### config.mk
export PLATFORM = sky130hd
export DESIGN_NAME = tc_meta_queue
export DESIGN_NICKNAME = d
export VERILOG_FILES = /design/src/hw/tc_pkg.sv /design/src/hw/tc_meta_queue.sv
export SDC_FILE = /design/constraint.sdc
export NUM_CORES = 2
export LEC_CHECK = 0
export BUFFER_PORTS_ARGS = -buffer_cell sky130_fd_sc_hd__buf_4
export CORE_MARGIN = 3
export CORE_UTILIZATION = 55
export DETAILED_ROUTE_END_ITERATION = 6
export GPL_TIMING_DRIVEN = 0
export PLACE_DENSITY = 0.76
export RECOVER_POWER = 100
export SYNTH_ARGS = -nofsm -noshare
export SYNTH_HDL_FRONTEND = slang
export SYNTH_SLANG_ARGS = --single-unit
### constraint.sdc
create_clock -name clk -period 9.8 [get_ports clk]
set_input_delay 1.96 -clock clk [delete_from_list [all_inputs] [get_ports clk]]
set_output_delay 1.96 -clock clk [all_outputs]
set_load 0.02 [all_outputs]
### src/hw/tc_pkg.sv
`default_nettype none

package tc_pkg;

    // lane geometry of one warp
    localparam int num_lanes      = 16;
    localparam int num_warps      = 4;
    localparam int num_octets     = num_lanes / 8;
    // the two thread groups of an octet sit this many lanes apart
    localparam int lane_offset_tg = 8;

    typedef logic [31:0] data_t;
    typedef logic [1:0]  wid_t;
    typedef logic [1:0]  step_t;
    typedef logic [7:0]  uuid_t;
    typedef logic [4:0]  reg_t;
    typedef logic [31:0] pc_t;
    typedef logic [15:0] tmask_t;

    typedef data_t [num_lanes-1:0] lanes_t;
    typedef data_t [7:0]           octet_data_t;
    typedef data_t [3:0][3:0]      tile_t;
    // row-major 4x2 and 2x4 operand tiles
    typedef data_t [3:0][1:0]      a_tile_t;
    typedef data_t [1:0][3:0]      b_tile_t;

    typedef struct packed {
        octet_data_t a;
        octet_data_t b;
        octet_data_t c;
        wid_t        wid;
        step_t       step;
        logic        last_in_pair;
    } octet_in_t;

    typedef struct packed {
        tile_t tile;
        wid_t  wid;
    } octet_res_t;

    // 64 bits of commit metadata
    typedef struct packed {
        uuid_t  uuid;
        wid_t   wid;
        tmask_t tmask;
        pc_t    pc;
        logic   wb;
        reg_t   rd;
    } meta_t;

    typedef struct packed {
        meta_t  meta;
        lanes_t rs1;
        lanes_t rs2;
        lanes_t rs3;
        step_t  step;
        logic   last_in_pair;
    } dispatch_t;

    typedef struct packed {
        meta_t  meta;
        lanes_t data;
    } commit_t;

endpackage

`default_nettype wire

### src/hw/tc_meta_queue.sv
`timescale 1ns/1ps
`default_nettype none

module tc_meta_queue #(
    parameter int depth = 6
) (
    input  logic                                  clk,
    input  logic                                  reset,
    input  logic                                  push,
    input  tc_pkg::meta_t                         push_meta,
    input  logic                                  pop_valid,
    input  tc_pkg::wid_t                          pop_wid,
    output tc_pkg::meta_t [tc_pkg::num_warps-1:0] head,
    output logic                                  any_full
);
    import tc_pkg::*;

    localparam int ptr_w = (depth > 1) ? $clog2(depth) : 1;
    localparam int cnt_w = $clog2(depth + 1);

    logic [num_warps-1:0] full;

    // one queue per warp so both beats of a pair find their own entries
    for (genvar w = 0; w < num_warps; w++) begin : g_warp
        meta_t            mem [depth];
        logic [ptr_w-1:0] wr_ptr;
        logic [ptr_w-1:0] rd_ptr;
        logic [cnt_w-1:0] count;
        logic             push_w;
        logic             pop_w;

        assign push_w = push && (push_meta.wid == wid_t'(w));
        assign pop_w  = pop_valid && (pop_wid == wid_t'(w));

        always_ff @(posedge clk) begin
            if (reset) begin
                wr_ptr <= '0;
                rd_ptr <= '0;
                count  <= '0;
            end else begin
                if (push_w) begin
                    wr_ptr <= (wr_ptr == ptr_w'(depth - 1)) ? '0 : wr_ptr + 1'b1;
                end
                if (pop_w) begin
                    rd_ptr <= (rd_ptr == ptr_w'(depth - 1)) ? '0 : rd_ptr + 1'b1;
                end
                if (push_w && !pop_w) begin
                    count <= count + 1'b1;
                end else if (pop_w && !push_w) begin
                    count <= count - 1'b1;
                end
            end
        end

        always_ff @(posedge clk) begin
            if (push_w) begin
                mem[wr_ptr] <= push_meta;
            end
        end

        assign head[w] = mem[rd_ptr];
        assign full[w] = (count == cnt_w'(depth));
    end

    // block dispatch if any single warp is out of room
    assign any_full = |full;

endmodule

`default_nettype wire

==> results by stage <==
Outcome:
- The run finished, with violations left.
- The checks that failed: design-rule violations, max-capacitance violations, max-slew violations.

Setup path:
- The worst setup path is launched from an input port.
- The maximum single-stage delay on the critical path is 1780 ps.
- For this design, the slowest cell found on the critical path is sky130_fd_sc_hd__nor4b_1.
- The number of buffers and inverters on the critical path is 6.
- The most frequent cell on the critical path is sky130_fd_sc_hd__clkbuf_1.
- In this run the worst path has a maximum fanout of 33.
- The critical setup path kind is in2reg.
- Data arrives at the worst endpoint at 7770 ps.
- On the critical path the largest part of the delay comes from buffers and inverters.
- The data required time of the critical path is 10200 ps.
- The worst setup path is captured at a flop.
- Traced cell by cell, the critical path runs through clkbuf_1 -> nand3b_1 -> nor4b_1 -> clkbuf_1 -> clkbuf_1 -> clkbuf_1 -> clkbuf_1 -> clkbuf_1.

Run:
- Max-cap violations in this run came to 29.

Routing:
- After detailed routing, the total wire length is 139 mm.
- In the final routed layout, each cell accounts on average for 28.7 um.
- The iteration-0 DRC count of the detailed router is 3246.
- The routed layout has 29150 vias.
- The count of TritonRoute iterations in the first routing pass is 7.
- After detailed routing, the number of vias per cell comes to 6.01.
- The residual DRC count is 1.
- The detail route stage leaves a number of antenna-violating nets equal to 0.

CTS:
- The buffer type at the clock tree root is sky130_fd_sc_hd__clkbuf_16.
- The number of buffers added by the clock tree synthesis step is 156.
- The clock passes through at most 3 buffers.
- The number of H-tree levels is 4.
- The buffer count from post-CTS setup fixing is 0.
- The later pin in the worst-skew pair is clocked with a latency of 750 ps.
- The number of buffers inserted by hold repair at cts is 0.
- The CTS tree is yes.
- Counting every sink on the clock net gives 1584.
- In this run, post-CTS repair resized a total of 0 instances.
- The clock-pin transition on the worst setup and hold timing paths is 60 ps.

Place:
- The number of buffers inserted by port buffering is 325.
- Counting tap cells, the placed design contains a total of 4569 instances.
- Summed over all nets, the half-perimeter wirelength after detailed placement is 90.3 mm.
- The global placer's final weighted congestion is 0.780.

Logic synthesis:
- Summing the areas of all compound-gate instances in the mapped netlist gives 0.227% of the synthesized area.
- The synthesized area per cell is 23.0 um2.
- The synthesized netlist devotes 0.934% of its cell area to simple gates.
- The number of nets handed over by synthesis was 2710.
- Measured against the total synthesized area, the mux share comes to 19.1%.
- The number of synthesized register bits is 1584.
- The synthesized netlist occupies a cell area of 60600 um2.
- The share of the synthesized netlist area taken by xor and xnor gates is 0.217%.
- For this run, the number of Yosys warnings is 0.
- Of the synthesized area, sequential elements account for 77.7%.
- The gate count after technology mapping is 2632.
- The number of distinct library cells after synthesis is 39.
- The arithmetic-cell share of the synthesized area counting full adders, half adders and majority gates is 0.215%.
- By area, the combinational part of the netlist is dominated by multiplexers.

STA:
- Setup total negative slack on the finished layout was measured at 0 ps.
- Setup repair after global routing left no endpoint under its margin.
- For this run, the top clock speed supported by timing is 136 MHz.
- The clock tree skew after final layout is 26.7 ps.
- The worst slew margin relative to its limit is -147%.
- The share of the clock period used by the worst path after layout is 75.3%.
- For the finished layout, the period the worst path requires is 7380 ps.
- The count of final setup violators is 0.
- At the pin with the least slew margin, the transition time is 3700 ps.
- The total count of max-transition violations in the final report is 738.
- The final number of hold-violating endpoints is 0.

Min path:
- The tightest min-delay check is of the reg2reg type.

Global route:
- The total congestion overflow after global routing is 0.
- The number of global-route vias before repair is 30015.
- The initial antenna violation count is 8.
- Entering global routing, the biggest net connects 49 pins.
- The wire length of the first global-routing pass is 200 mm.
- The overall fraction of global-route tracks in use is 24.4%.

Finish:
- The most common cell after layout, fill and taps aside is sky130_fd_sc_hd__edfxtp_1.
- The library cells used most frequently in the layout, excluding fill and tap cells, are sky130_fd_sc_hd__edfxtp_1 (1536), sky130_fd_sc_hd__clkbuf_1 (516), sky130_fd_sc_hd__mux2_2 (262).
- In the final design database the tool counted 3329 nets.
- The fill cell instance count of the final layout is 7293.
- Relative to the synthesized area, the layout overhead comes to 14.2%.
- In the final layout, the share of cells above drive strength 1 is 24.7%.
- The final standard cell count with taps included and fillers excluded is 4848.

Floorplan:
- The die covers 114000 um2.
- Once the floorplan was initialized, standard cells occupied 55.5% of the core.
- The top-level I/O count is 327.
- The count of standard-cell rows is 121.
- The die is 338 um tall.
- The width of the chip is 338 um.
- The placeable core region is 109000 um2.

Pwr:
- For this design the ratio of total power to cell area is 201 nW/um2.
- IR analysis of the VDD net gives a maximum drop of 140 uV.
- For this design the static power due to leakage is 21.4 nW.
registers in the layout, summed over array words and instances, names as in the netlist, named ones only:
| name | flops |
|---|---|
| g_warp.mem | 1536 |
| g_warp.count | 12 |
| g_warp.rd_ptr | 12 |
| g_warp.wr_ptr | 12 |
synthesized netlist by cell type (all sizes together):
master   number  share of area (%)
nor2         22               0.14
inv          12              0.074
and4bb        1              0.021
and2          2              0.021
nand3         2              0.017
nand2b        1              0.010
xor2         13               0.19
nor4b         5              0.072
o22ai         2              0.021
nand3b        5              0.062
nor4          3              0.031
mux2        512                9.5
dfxtp        48                1.6
xnor2         2              0.029
nand4         2              0.021
nor3b         4              0.050
and4b         2              0.033
o21ba         2              0.033
o21ai         4              0.033
fa            4               0.13
or3          11               0.11
mux2i         6              0.099
ha            4              0.083
mux4        256                9.5
nor2b         1              0.010
buf          84                1.3
nand4bb       1              0.019
or3b          5              0.072
nor3          1             0.0083
clkbuf       33               0.20
nand4b        4              0.058
a21oi        17               0.14
and3          4              0.041
edfxtp     1536                 76
or2           2              0.021
nand2        19               0.12
area by class of cell:
| class | count | area (um2) | area share (%) |
|---|---|---|---|
| Sequential cell | 1584 | 47100 | 68.1 |
| Multi-Input combinational cell | 919 | 12600 | 18.2 |
| Clock buffer | 190 | 4080 | 5.90 |
| Tap cell | 1476 | 1850 | 2.67 |
| Timing Repair Buffer | 461 | 1810 | 2.62 |
| Clock inverter | 88 | 910 | 1.31 |
| Buffer | 117 | 828 | 1.20 |
| Inverter | 12 | 51.3 | 0.0742 |
| Antenna cell | 1 | 2.50 | 0.00362 |
where the power goes:
part           internal [mW]  total, mW  switching (mW)
Combinational          0.189      0.579           0.390
Clock                   3.31       5.81            2.50
Sequential              7.49       7.50          0.0180
Total                   11.0       13.9            2.90
path summary, 6_finish.rpt:
check	startpoint	endpoint	slack (ps)	depth (start not counted)
worst min-delay path	g_warp[2].rd_ptr[2]$_SDFFE_PP0P_	flop	480	2
worst min register to register	g_warp[2].rd_ptr[2]$_SDFFE_PP0P_	flop	480	2
worst max register to register	g_warp[2].wr_ptr[0]$_SDFFE_PP0P_	g_warp[2].mem[1][25]$_DFFE_PP_	4790	4
worst max-delay path	push_meta[55]	g_warp[2].mem[4][31]$_DFFE_PP_	2420	8
tightest hold or removal path, delay by kind of cell, from the launching register on:
family | cells | cell delay [ps]
and+or+nand+nor | 1 | 50
AOI/OAI and AO/OA | 1 | 60
DFF | 1 | 310
through the flow:
step           hold WS (ps)  power, mW  util, %  instance area [um2]  setup slack (ps)
6_report                482       13.9     63.4                69200              2420
5_1_grt                 527       14.3     63.4                69200              2250
4_1_cts                 482       14.1     65.4                71400              4230
3_5_place_dp            475       8.30     60.8                66400              4630
3_3_place_gp            469       8.27     59.4                64900             -7690
2_1_floorplan           450       7.97        -                60600               136
metal layers:
metal	up-vias	track usage (%)	share of wire, %
li1	12176	-	-
met1	15344	32.8	38
met2	1372	39.8	50
met3	256	4.64	8.3
met4	2	10.2	3.9
met5	-	0	0.0065
cells by family after synthesis:
group | count (synthesis)
xor gates and xnor gates | 15
buffers and inverters | 129
AOI/OAI and AO/OA | 25
adders and majority gates | 8
muxes | 774
and+or+nand+nor | 97
DFF | 1584
Note: power is estimated with default switching activity, not from simulation.
