**src/hw/tc_pkg.sv**
```systemverilog
`default_nettype none

package tc_pkg;

    // lane geometry of one warp
    localparam int num_lanes      = 16;
    localparam int num_warps      = 4;
    localparam int num_octets     = num_lanes / 8;
    // the two thread groups of an octet sit this many lanes apart
    localparam int lane_offset_tg = 8;

    typedef logic [31:0] data_t;
    typedef logic [1:0]  wid_t;
    typedef logic [1:0]  step_t;
    typedef logic [7:0]  uuid_t;
    typedef logic [4:0]  reg_t;
    typedef logic [31:0] pc_t;
    typedef logic [15:0] tmask_t;

    typedef data_t [num_lanes-1:0] lanes_t;
    typedef data_t [7:0]           octet_data_t;
    typedef data_t [3:0][3:0]      tile_t;
    // row-major 4x2 and 2x4 operand tiles
    typedef data_t [3:0][1:0]      a_tile_t;
    typedef data_t [1:0][3:0]      b_tile_t;

    typedef struct packed {
        octet_data_t a;
        octet_data_t b;
        octet_data_t c;
        wid_t        wid;
        step_t       step;
        logic        last_in_pair;
    } octet_in_t;

    typedef struct packed {
        tile_t tile;
        wid_t  wid;
    } octet_res_t;

    // 64 bits of commit metadata
    typedef struct packed {
        uuid_t  uuid;
        wid_t   wid;
        tmask_t tmask;
        pc_t    pc;
        logic   wb;
        reg_t   rd;
    } meta_t;

    typedef struct packed {
        meta_t  meta;
        lanes_t rs1;
        lanes_t rs2;
        lanes_t rs3;
        step_t  step;
        logic   last_in_pair;
    } dispatch_t;

    typedef struct packed {
        meta_t  meta;
        lanes_t data;
    } commit_t;

endpackage

`default_nettype wire

```
**src/hw/tc_writeback.sv**
```systemverilog
`timescale 1ns/1ps
`default_nettype none

module tc_writeback (
    input  logic                                        clk,
    input  logic                                        reset,
    input  logic [tc_pkg::num_octets-1:0]               res_valid,
    input  tc_pkg::octet_res_t [tc_pkg::num_octets-1:0] res,
    output logic                                        res_ready,
    input  tc_pkg::meta_t [tc_pkg::num_warps-1:0]       head,
    output logic                                        pop_valid,
    output tc_pkg::wid_t                                pop_wid,
    output logic                                        commit_valid,
    input  logic                                        commit_ready,
    output tc_pkg::commit_t                             commit
);
    import tc_pkg::*;

    logic beat;
    logic fire;
    wid_t wid;

    // octets run in lockstep, so octet 0 names the warp
    assign wid          = res[0].wid;
    assign commit_valid = &res_valid;
    assign fire         = commit_valid && commit_ready;

    // each beat pops one queue entry, one per substep of the pair
    assign pop_valid = fire;
    assign pop_wid   = wid;

    // release the result tiles once the second beat leaves
    assign res_ready = fire && beat;

    always_ff @(posedge clk) begin
        if (reset) begin
            beat <= 1'b0;
        end else if (fire) begin
            beat <= !beat;
        end
    end

    // 8 lanes per octet carry half of the 4x4 tile per beat
    // beat 0 holds columns 0 and 2, beat 1 columns 1 and 3
    always_comb begin
        commit.meta = head[wid];
        for (int i = 0; i < num_octets; i++) begin
            for (int g = 0; g < 2; g++) begin
                for (int k = 0; k < 2; k++) begin
                    for (int q = 0; q < 2; q++) begin
                        commit.data[4*i + lane_offset_tg*g + 2*k + q] =
                            res[i].tile[2*g + q][2*k + int'(beat)];
                    end
                end
            end
        end
    end

endmodule

`default_nettype wire

```
**config.mk**
```make
export PLATFORM = sky130hd
export DESIGN_NAME = tc_writeback
export DESIGN_NICKNAME = d
export VERILOG_FILES = /design/src/hw/tc_pkg.sv /design/src/hw/tc_writeback.sv
export SDC_FILE = /design/constraint.sdc
export NUM_CORES = 1
export LEC_CHECK = 0
export ABC_CLOCK_PERIOD_IN_PS = 2750
export BUFFER_PORTS_ARGS = -buffer_cell sky130_fd_sc_hd__clkbuf_2
export CORE_AREA = 8 8 726 728
export CTS_CLUSTER_SIZE = 12
export DETAILED_ROUTE_END_ITERATION = 12
export DIE_AREA = 0 0 734 736
export SYNTH_ARGS = -nofsm -noshare
export SYNTH_HDL_FRONTEND = slang
export SYNTH_SLANG_ARGS = --single-unit
```
**constraint.sdc**
```tcl
create_clock -name clk -period 2.75 [get_ports clk]
set_input_delay 0.1375 -clock clk [delete_from_list [all_inputs] [get_ports clk]]
set_output_delay 0.1375 -clock clk [all_outputs]
set_load 0.02 [all_outputs]
```
==> out/metrics.yaml, run 1 <==
grt_use_total_pct: 10.68
ios: 1870
status: "complete, no violations"
synth_nets: 1945
cp_num_buf_inv: 3
ctsResizeCount: 0
vias: 16450
dp_hpwl_mm: 297.4
holdWs_ps: 633.1
final_layout_size_suffix_gt1_share_pct: 99.76
fmax_mhz: 483.2
critPathTopFamily: "buffers and inverters"
grt_pass1_vias: 16350
p_leak_nw: 10.71
cp.required_ps: 2610
power_density_mw_per_mm2: 215.4
coreArea_sq_mm: 0.5153
place.gp.congestion: 1.108
yosys_warnings: 0
ys_ff_latch: 1
drv_cap: 0
peakVddDrop_mv: 0.1028
crit_path_start_kind: "flip-flop"
critPathKind: "flip-flop to output port"
regMostFlops: "beat"
slowest_stage: "dfxtp_4"
mostFrequentLayoutCell: "clkbuf_2"
totalPowerFinal_mw: 5.793
start_util_pct: 1.549
syn_to_final_growth_pct: 236.9
postCtsSetupRepairBufs: 0
cp_max_fo: 38
grt_pass1_wl_mm: 339.4
crit_chain: "buf_12 > buf_4 > mux2_2 > clkbuf_2"
die_w_um: 734
setup_violations: 0
nets: 3780
hold_violations: 0
avgRoutedWirePerCell_um: 32.81
rows: 264
syn-cell-area_sq_mm: 0.007984
drv_slew: 0
syn_area_per_cell_sq_um: 12.17
tightest_slew_ps: 630.2
route.detailed.drc: 0
synth_cell_type_count: 13
insertion_delay_ps: 10
drtAntennaViolNets: 0
final_cell_mix: "clkbuf_2 (1778), mux2_2 (513), buf_12 (88), mux4_2 (63), buf_4 (40)"
port-buffer-count: 1867
wl_mm: 306.5
die_h_um: 736
cts.clk_slew.worst_paths_ps: 20
drtIter0Drc: 1200
reg.largest.list: "beat: 1 flops"
ctsHoldBuffers: 0
post_drt_via_cell_ratio: 1.761
min_period_over_period_pct: 75.25
worst_path_largest_cell_delay_ps: 410
grt_overflow: 0
rsz0062_at_grt: "no"
utilization_pct: 5.219
relSlewSlack_pct: 58.17
antenna_found_initial: 299
grt_max_degree: 70
period_needed_ps: 2069
seq_area_frac_synth_pct: 0.2507
fin_cells: 9341
syn_inst: 656
dieArea_sq_mm: 0.5402
largest_reg_flops: 1
fin_setup_tns_ps: 0
holdCritPathClass: "input port to output port"
first_pass_iters: 5
cp-end-kind: "output port"
cp.arrival_ps: 1930
finClkSkew_ps: 0
dp.cells: 9272
synth_stat cells:
cell,instances,area share [%]
mux2_2,513,72
mux4_2,63,18
buf_6,40,5.6
buf_2,23,1.4
buf_12,6,1.5
buf_4,3,0.28
and2_1,2,0.16
and3_1,1,0.078
clkbuf_2,1,0.063
dfxtp_1,1,0.25
mux4_1,1,0.33
nor2_1,1,0.047
nor2b_1,1,0.078
cell families after synthesis:
logic type	synth area share, %
simple gates	0.3605
flops	0.2508
mux	90.46
buf+inv	8.933
final timing paths:
path         slack (ps)  cells after the start                end               from
max                 680                      4        commit[474]  beat$_SDFFE_PP0P_
min                 630                      3         commit[76]           res[110]
max reg2reg        1080                      4  beat$_SDFFE_PP0P_  beat$_SDFFE_PP0P_
min reg2reg        1450                      4  beat$_SDFFE_PP0P_  beat$_SDFFE_PP0P_
cell type report:
type                       count  area (sq um)
fill                       61260        488400
multi-input combinational    582          7251
sequential                     1         23.77
timing repair buffer        1906         10960
antenna                       69         172.7
tap                         6783          8487
stage by stage:
stage	instance area [sq um]	setup slack (ps)
after floorplan	7984	1468
after global placement	26720	691.7
after detailed placement	26720	686.6
after CTS	26720	676.5
after global routing	26850	622.3
final	26890	680.7
layer usage:
layer	routed length, um	GRT usage, %	part of all wire [%]
met1	93110	9.586	30
met2	143400	18.15	47
met3	49790	7.656	16
met4	18670	4.859	6.1
met5	1506	0.4497	0.49
power breakdown:
part / switching (mW) / internal (mW) / total [mW]
Clock: 0 / 0.00000352 / 0.00000352
Combinational: 3.64 / 2.13 / 5.77
Sequential: 0.00297 / 0.0152 / 0.0182
worst register-to-register path, stage by stage (launching register included):
cell     delay (ps)
dfxtp_4         410
buf_12          220
buf_4           400
nor2_1           70
mux2_2          390
(Power assumes the default switching activity.)
==> run 2: changes to the inputs <==
--- a/config.mk
+++ b/config.mk
@@ -5,12 +5,12 @@
 export SDC_FILE = /design/constraint.sdc
 export NUM_CORES = 1
 export LEC_CHECK = 0
-export ABC_CLOCK_PERIOD_IN_PS = 2750
+export ABC_CLOCK_PERIOD_IN_PS = 1900
 export BUFFER_PORTS_ARGS = -buffer_cell sky130_fd_sc_hd__clkbuf_2
-export CORE_AREA = 8 8 726 728
+export CORE_AREA = 8 8 725 727
 export CTS_CLUSTER_SIZE = 12
 export DETAILED_ROUTE_END_ITERATION = 12
-export DIE_AREA = 0 0 734 736
+export DIE_AREA = 0 0 733 735
 export SYNTH_ARGS = -nofsm -noshare
 export SYNTH_HDL_FRONTEND = slang
 export SYNTH_SLANG_ARGS = --single-unit
==> constraint.sdc (replaced) <==
create_clock -name clk -period 1.9 [get_ports clk]
set_input_delay 0.095 -clock clk [delete_from_list [all_inputs] [get_ports clk]]
set_output_delay 0.095 -clock clk [all_outputs]
set_load 0.02 [all_outputs]
==> run 2 against run 1 <==
  * Synthesized cell count is the same
  * Area after synthesis is the same
  * The run now fails in global placement (3_3_place_gp)
==> out/metrics.yaml, run 2 <==
die_w_um: 733
syn-cell-area_sq_mm: 0.007984
port-buffer-count: 1867
syn_inst: 656
synth_top_area_cell: "mux2_2"
synth-edff-count: 0
synth.most_common_cell: "mux2_2"
synth_nets: 1945
rows: 264
synth_cell_type_count: 13
die_h_um: 735
synth_ff_type: "dfxtp_1"
error_line: "[ERROR GPL-0305] RePlAce diverged during gradient descent calculation, resulting in an invalid step length (Inf or NaN). This is often caused by numerical instability ..."
synth_top_area_share_pct: 72.36
seq_area_frac_synth_pct: 0.2507
synthTopCellsByCount: "mux2_2 (513), mux4_2 (63), buf_6 (40)"
syn_area_per_cell_sq_um: 12.17
status: "stopped before the end"
start_util_pct: 1.551
async_flop_share_pct: 0
yosys_warnings: 0
ys_ff_latch: 1
ys_top_cells_by_area: "mux2_2 (72%), mux4_2 (18%), buf_6 (5.6%)"
ios: 1870
lastStage: "global placement (3_3_place_gp)"
run 2: kinds of logic after synthesis:
logic type | Yosys count | synth area share [%]
muxes | 577 | 90.46
buffers and inverters | 73 | 8.933
and+or+nand+nor | 5 | 0.3605
DFF | 1 | 0.2508
==> run 3: changes to the inputs <==
==> config.mk (replaced) <==
export PLATFORM = sky130hd
export DESIGN_NAME = tc_writeback
export DESIGN_NICKNAME = d
export VERILOG_FILES = /design/src/hw/tc_pkg.sv /design/src/hw/tc_writeback.sv
export SDC_FILE = /design/constraint.sdc
export NUM_CORES = 1
export LEC_CHECK = 0
export ABC_CLOCK_PERIOD_IN_PS = 2470
export BUFFER_PORTS_ARGS = -buffer_cell sky130_fd_sc_hd__clkbuf_2
export CORE_AREA = 8 8 722 724
export DETAILED_ROUTE_END_ITERATION = 12
export DIE_AREA = 0 0 730 732
export PLACE_DENSITY_LB_ADDON = 0.15
export SYNTH_ARGS = -nofsm -noshare
export SYNTH_HDL_FRONTEND = slang
export SYNTH_SLANG_ARGS = --single-unit
==> constraint.sdc (replaced) <==
create_clock -name clk -period 2.47 [get_ports clk]
set_input_delay 0.1235 -clock clk [delete_from_list [all_inputs] [get_ports clk]]
set_output_delay 0.1235 -clock clk [all_outputs]
set_load 0.02 [all_outputs]
==> run 3 against run 2 <==
  * The run now ends clean
==> out/metrics.yaml, run 3 (synthesis gave the netlist of run 1 again) <==
grt_pass1_vias: 16540
avgRoutedWirePerCell_um: 36.62
coreArea_sq_mm: 0.5104
rrSetupSlack_ps: 1300
die_h_um: 732
regMostFlops: "beat"
setup_violations: 0
postCtsSetupRepairBufs: 0
ios: 1870
peakVddDrop_mv: 0.09249
post_drt_via_cell_ratio: 1.726
place_ws_ps: 468.8
dp_hpwl_mm: 332.9
grt_pass1_wl_mm: 376.2
r2r_cells: 3
insertion_delay_ps: 0
ctsResizeCount: 0
r2r-end: "beat$_SDFFE_PP0P_"
cp_max_fo: 35
fmax_mhz: 510.1
mostFrequentLayoutCell: "clkbuf_2"
power_density_mw_per_mm2: 254.8
route.detailed.drc: 0
dieArea_sq_mm: 0.5344
nets: 3778
cp.arrival_ps: 1840
placed_area_sq_mm: 0.02736
r2r-start: "beat$_SDFFE_PP0P_"
min_period_over_period_pct: 79.36
port-buffer-count: 1867
fin_setup_tns_ps: 0
crit_path_start_kind: "flip-flop"
critPathKind: "flip-flop to output port"
p_leak_nw: 10.93
drtAntennaViolNets: 0
drv_slew: 0
tightest_slew_ps: 614.1
vias: 16010
rows: 263
grt_max_degree: 46
holdPathStages: 3
start_util_pct: 1.564
grt_overflow: 0
place.gp.congestion: 0.9855
drtIter0Drc: 761
rsz0062_at_grt: "no"
holdCritPathClass: "input port to flip-flop"
wl_mm: 339.6
cp.required_ps: 2350
relSlewSlack_pct: 59.23
hold_end: "beat$_SDFFE_PP0P_"
fillerInstances: 60690
cp-end-kind: "output port"
syn_to_final_growth_pct: 243.6
ctsHoldBuffers: 0
min_from: "reset"
holdWs_ps: 586.6
cts.clk_slew.worst_paths_ps: 0
totalPowerFinal_mw: 6.990
antenna_found_initial: 300
die_w_um: 730
status: "complete, no violations"
grt_use_total_pct: 12.06
reg.largest.list: "beat: 1 flops"
period_needed_ps: 1960
fin_area_sq_mm: 0.02744
final_cell_mix: "clkbuf_2 (1738), mux2_2 (513), buf_12 (135), mux4_2 (63), buf_4 (31)"
largest_reg_flops: 1
first_pass_iters: 5
final_layout_size_suffix_gt1_share_pct: 99.76
fin_ws_ps: 509.7
hold_violations: 0
finClkSkew_ps: 0
drv_cap: 0
## run 3: how the worst max path moves through the flow
stage | from | end | slack (ps)
6_report | beat$_SDFFE_PP0P_ | commit[244] | 510
5_1_grt | beat$_SDFFE_PP0P_ | commit[190] | 450
4_1_cts | beat$_SDFFE_PP0P_ | commit[352] | 470
3_5_place_dp | beat$_SDFFE_PP0P_ | commit[352] | 470
3_3_place_gp | beat$_SDFFE_PP0P_ | commit[174] | 480
2_1_floorplan | beat$_SDFFE_PP0P_ | commit[128] | 1200
## run 3: final cells by class
class / instances / area (sq um) / share of cell area [%]
antenna: 29 / 72.57 / 0.2645
multi-input combinational: 582 / 7251 / 26.43
tap: 6757 / 8454 / 30.82
timing repair buffer: 1904 / 11630 / 42.40
sequential: 1 / 23.77 / 0.08665
## run 3: worst max-delay path, stage by stage (launching register included)
cell and delay, ps:
dfxtp_4 370, buf_12 200, buf_12 280, mux2_2 360, clkbuf_2 330
## run 3: power by group
part	internal (mW)	switching, mW	total [mW]
logic	2.56	4.41	6.97
registers	0.0170	0.00215	0.0192
clock network	0.00000159	0	0.00000159
## run 3: through the flow
stage                     cells  utilization, %
after floorplan             656               -
after global placement     9244           5.361
after detailed placement   9244           5.361
after CTS                  9244           5.361
after global routing       9248           5.363
final                      9273           5.375
## run 3: per-layer routing
metal	part of all wire, %	GRT usage (%)
met1	30	10.49
met4	2.1	1.322
met5	0.48	0
met2	47	20.94
met3	21	11.20
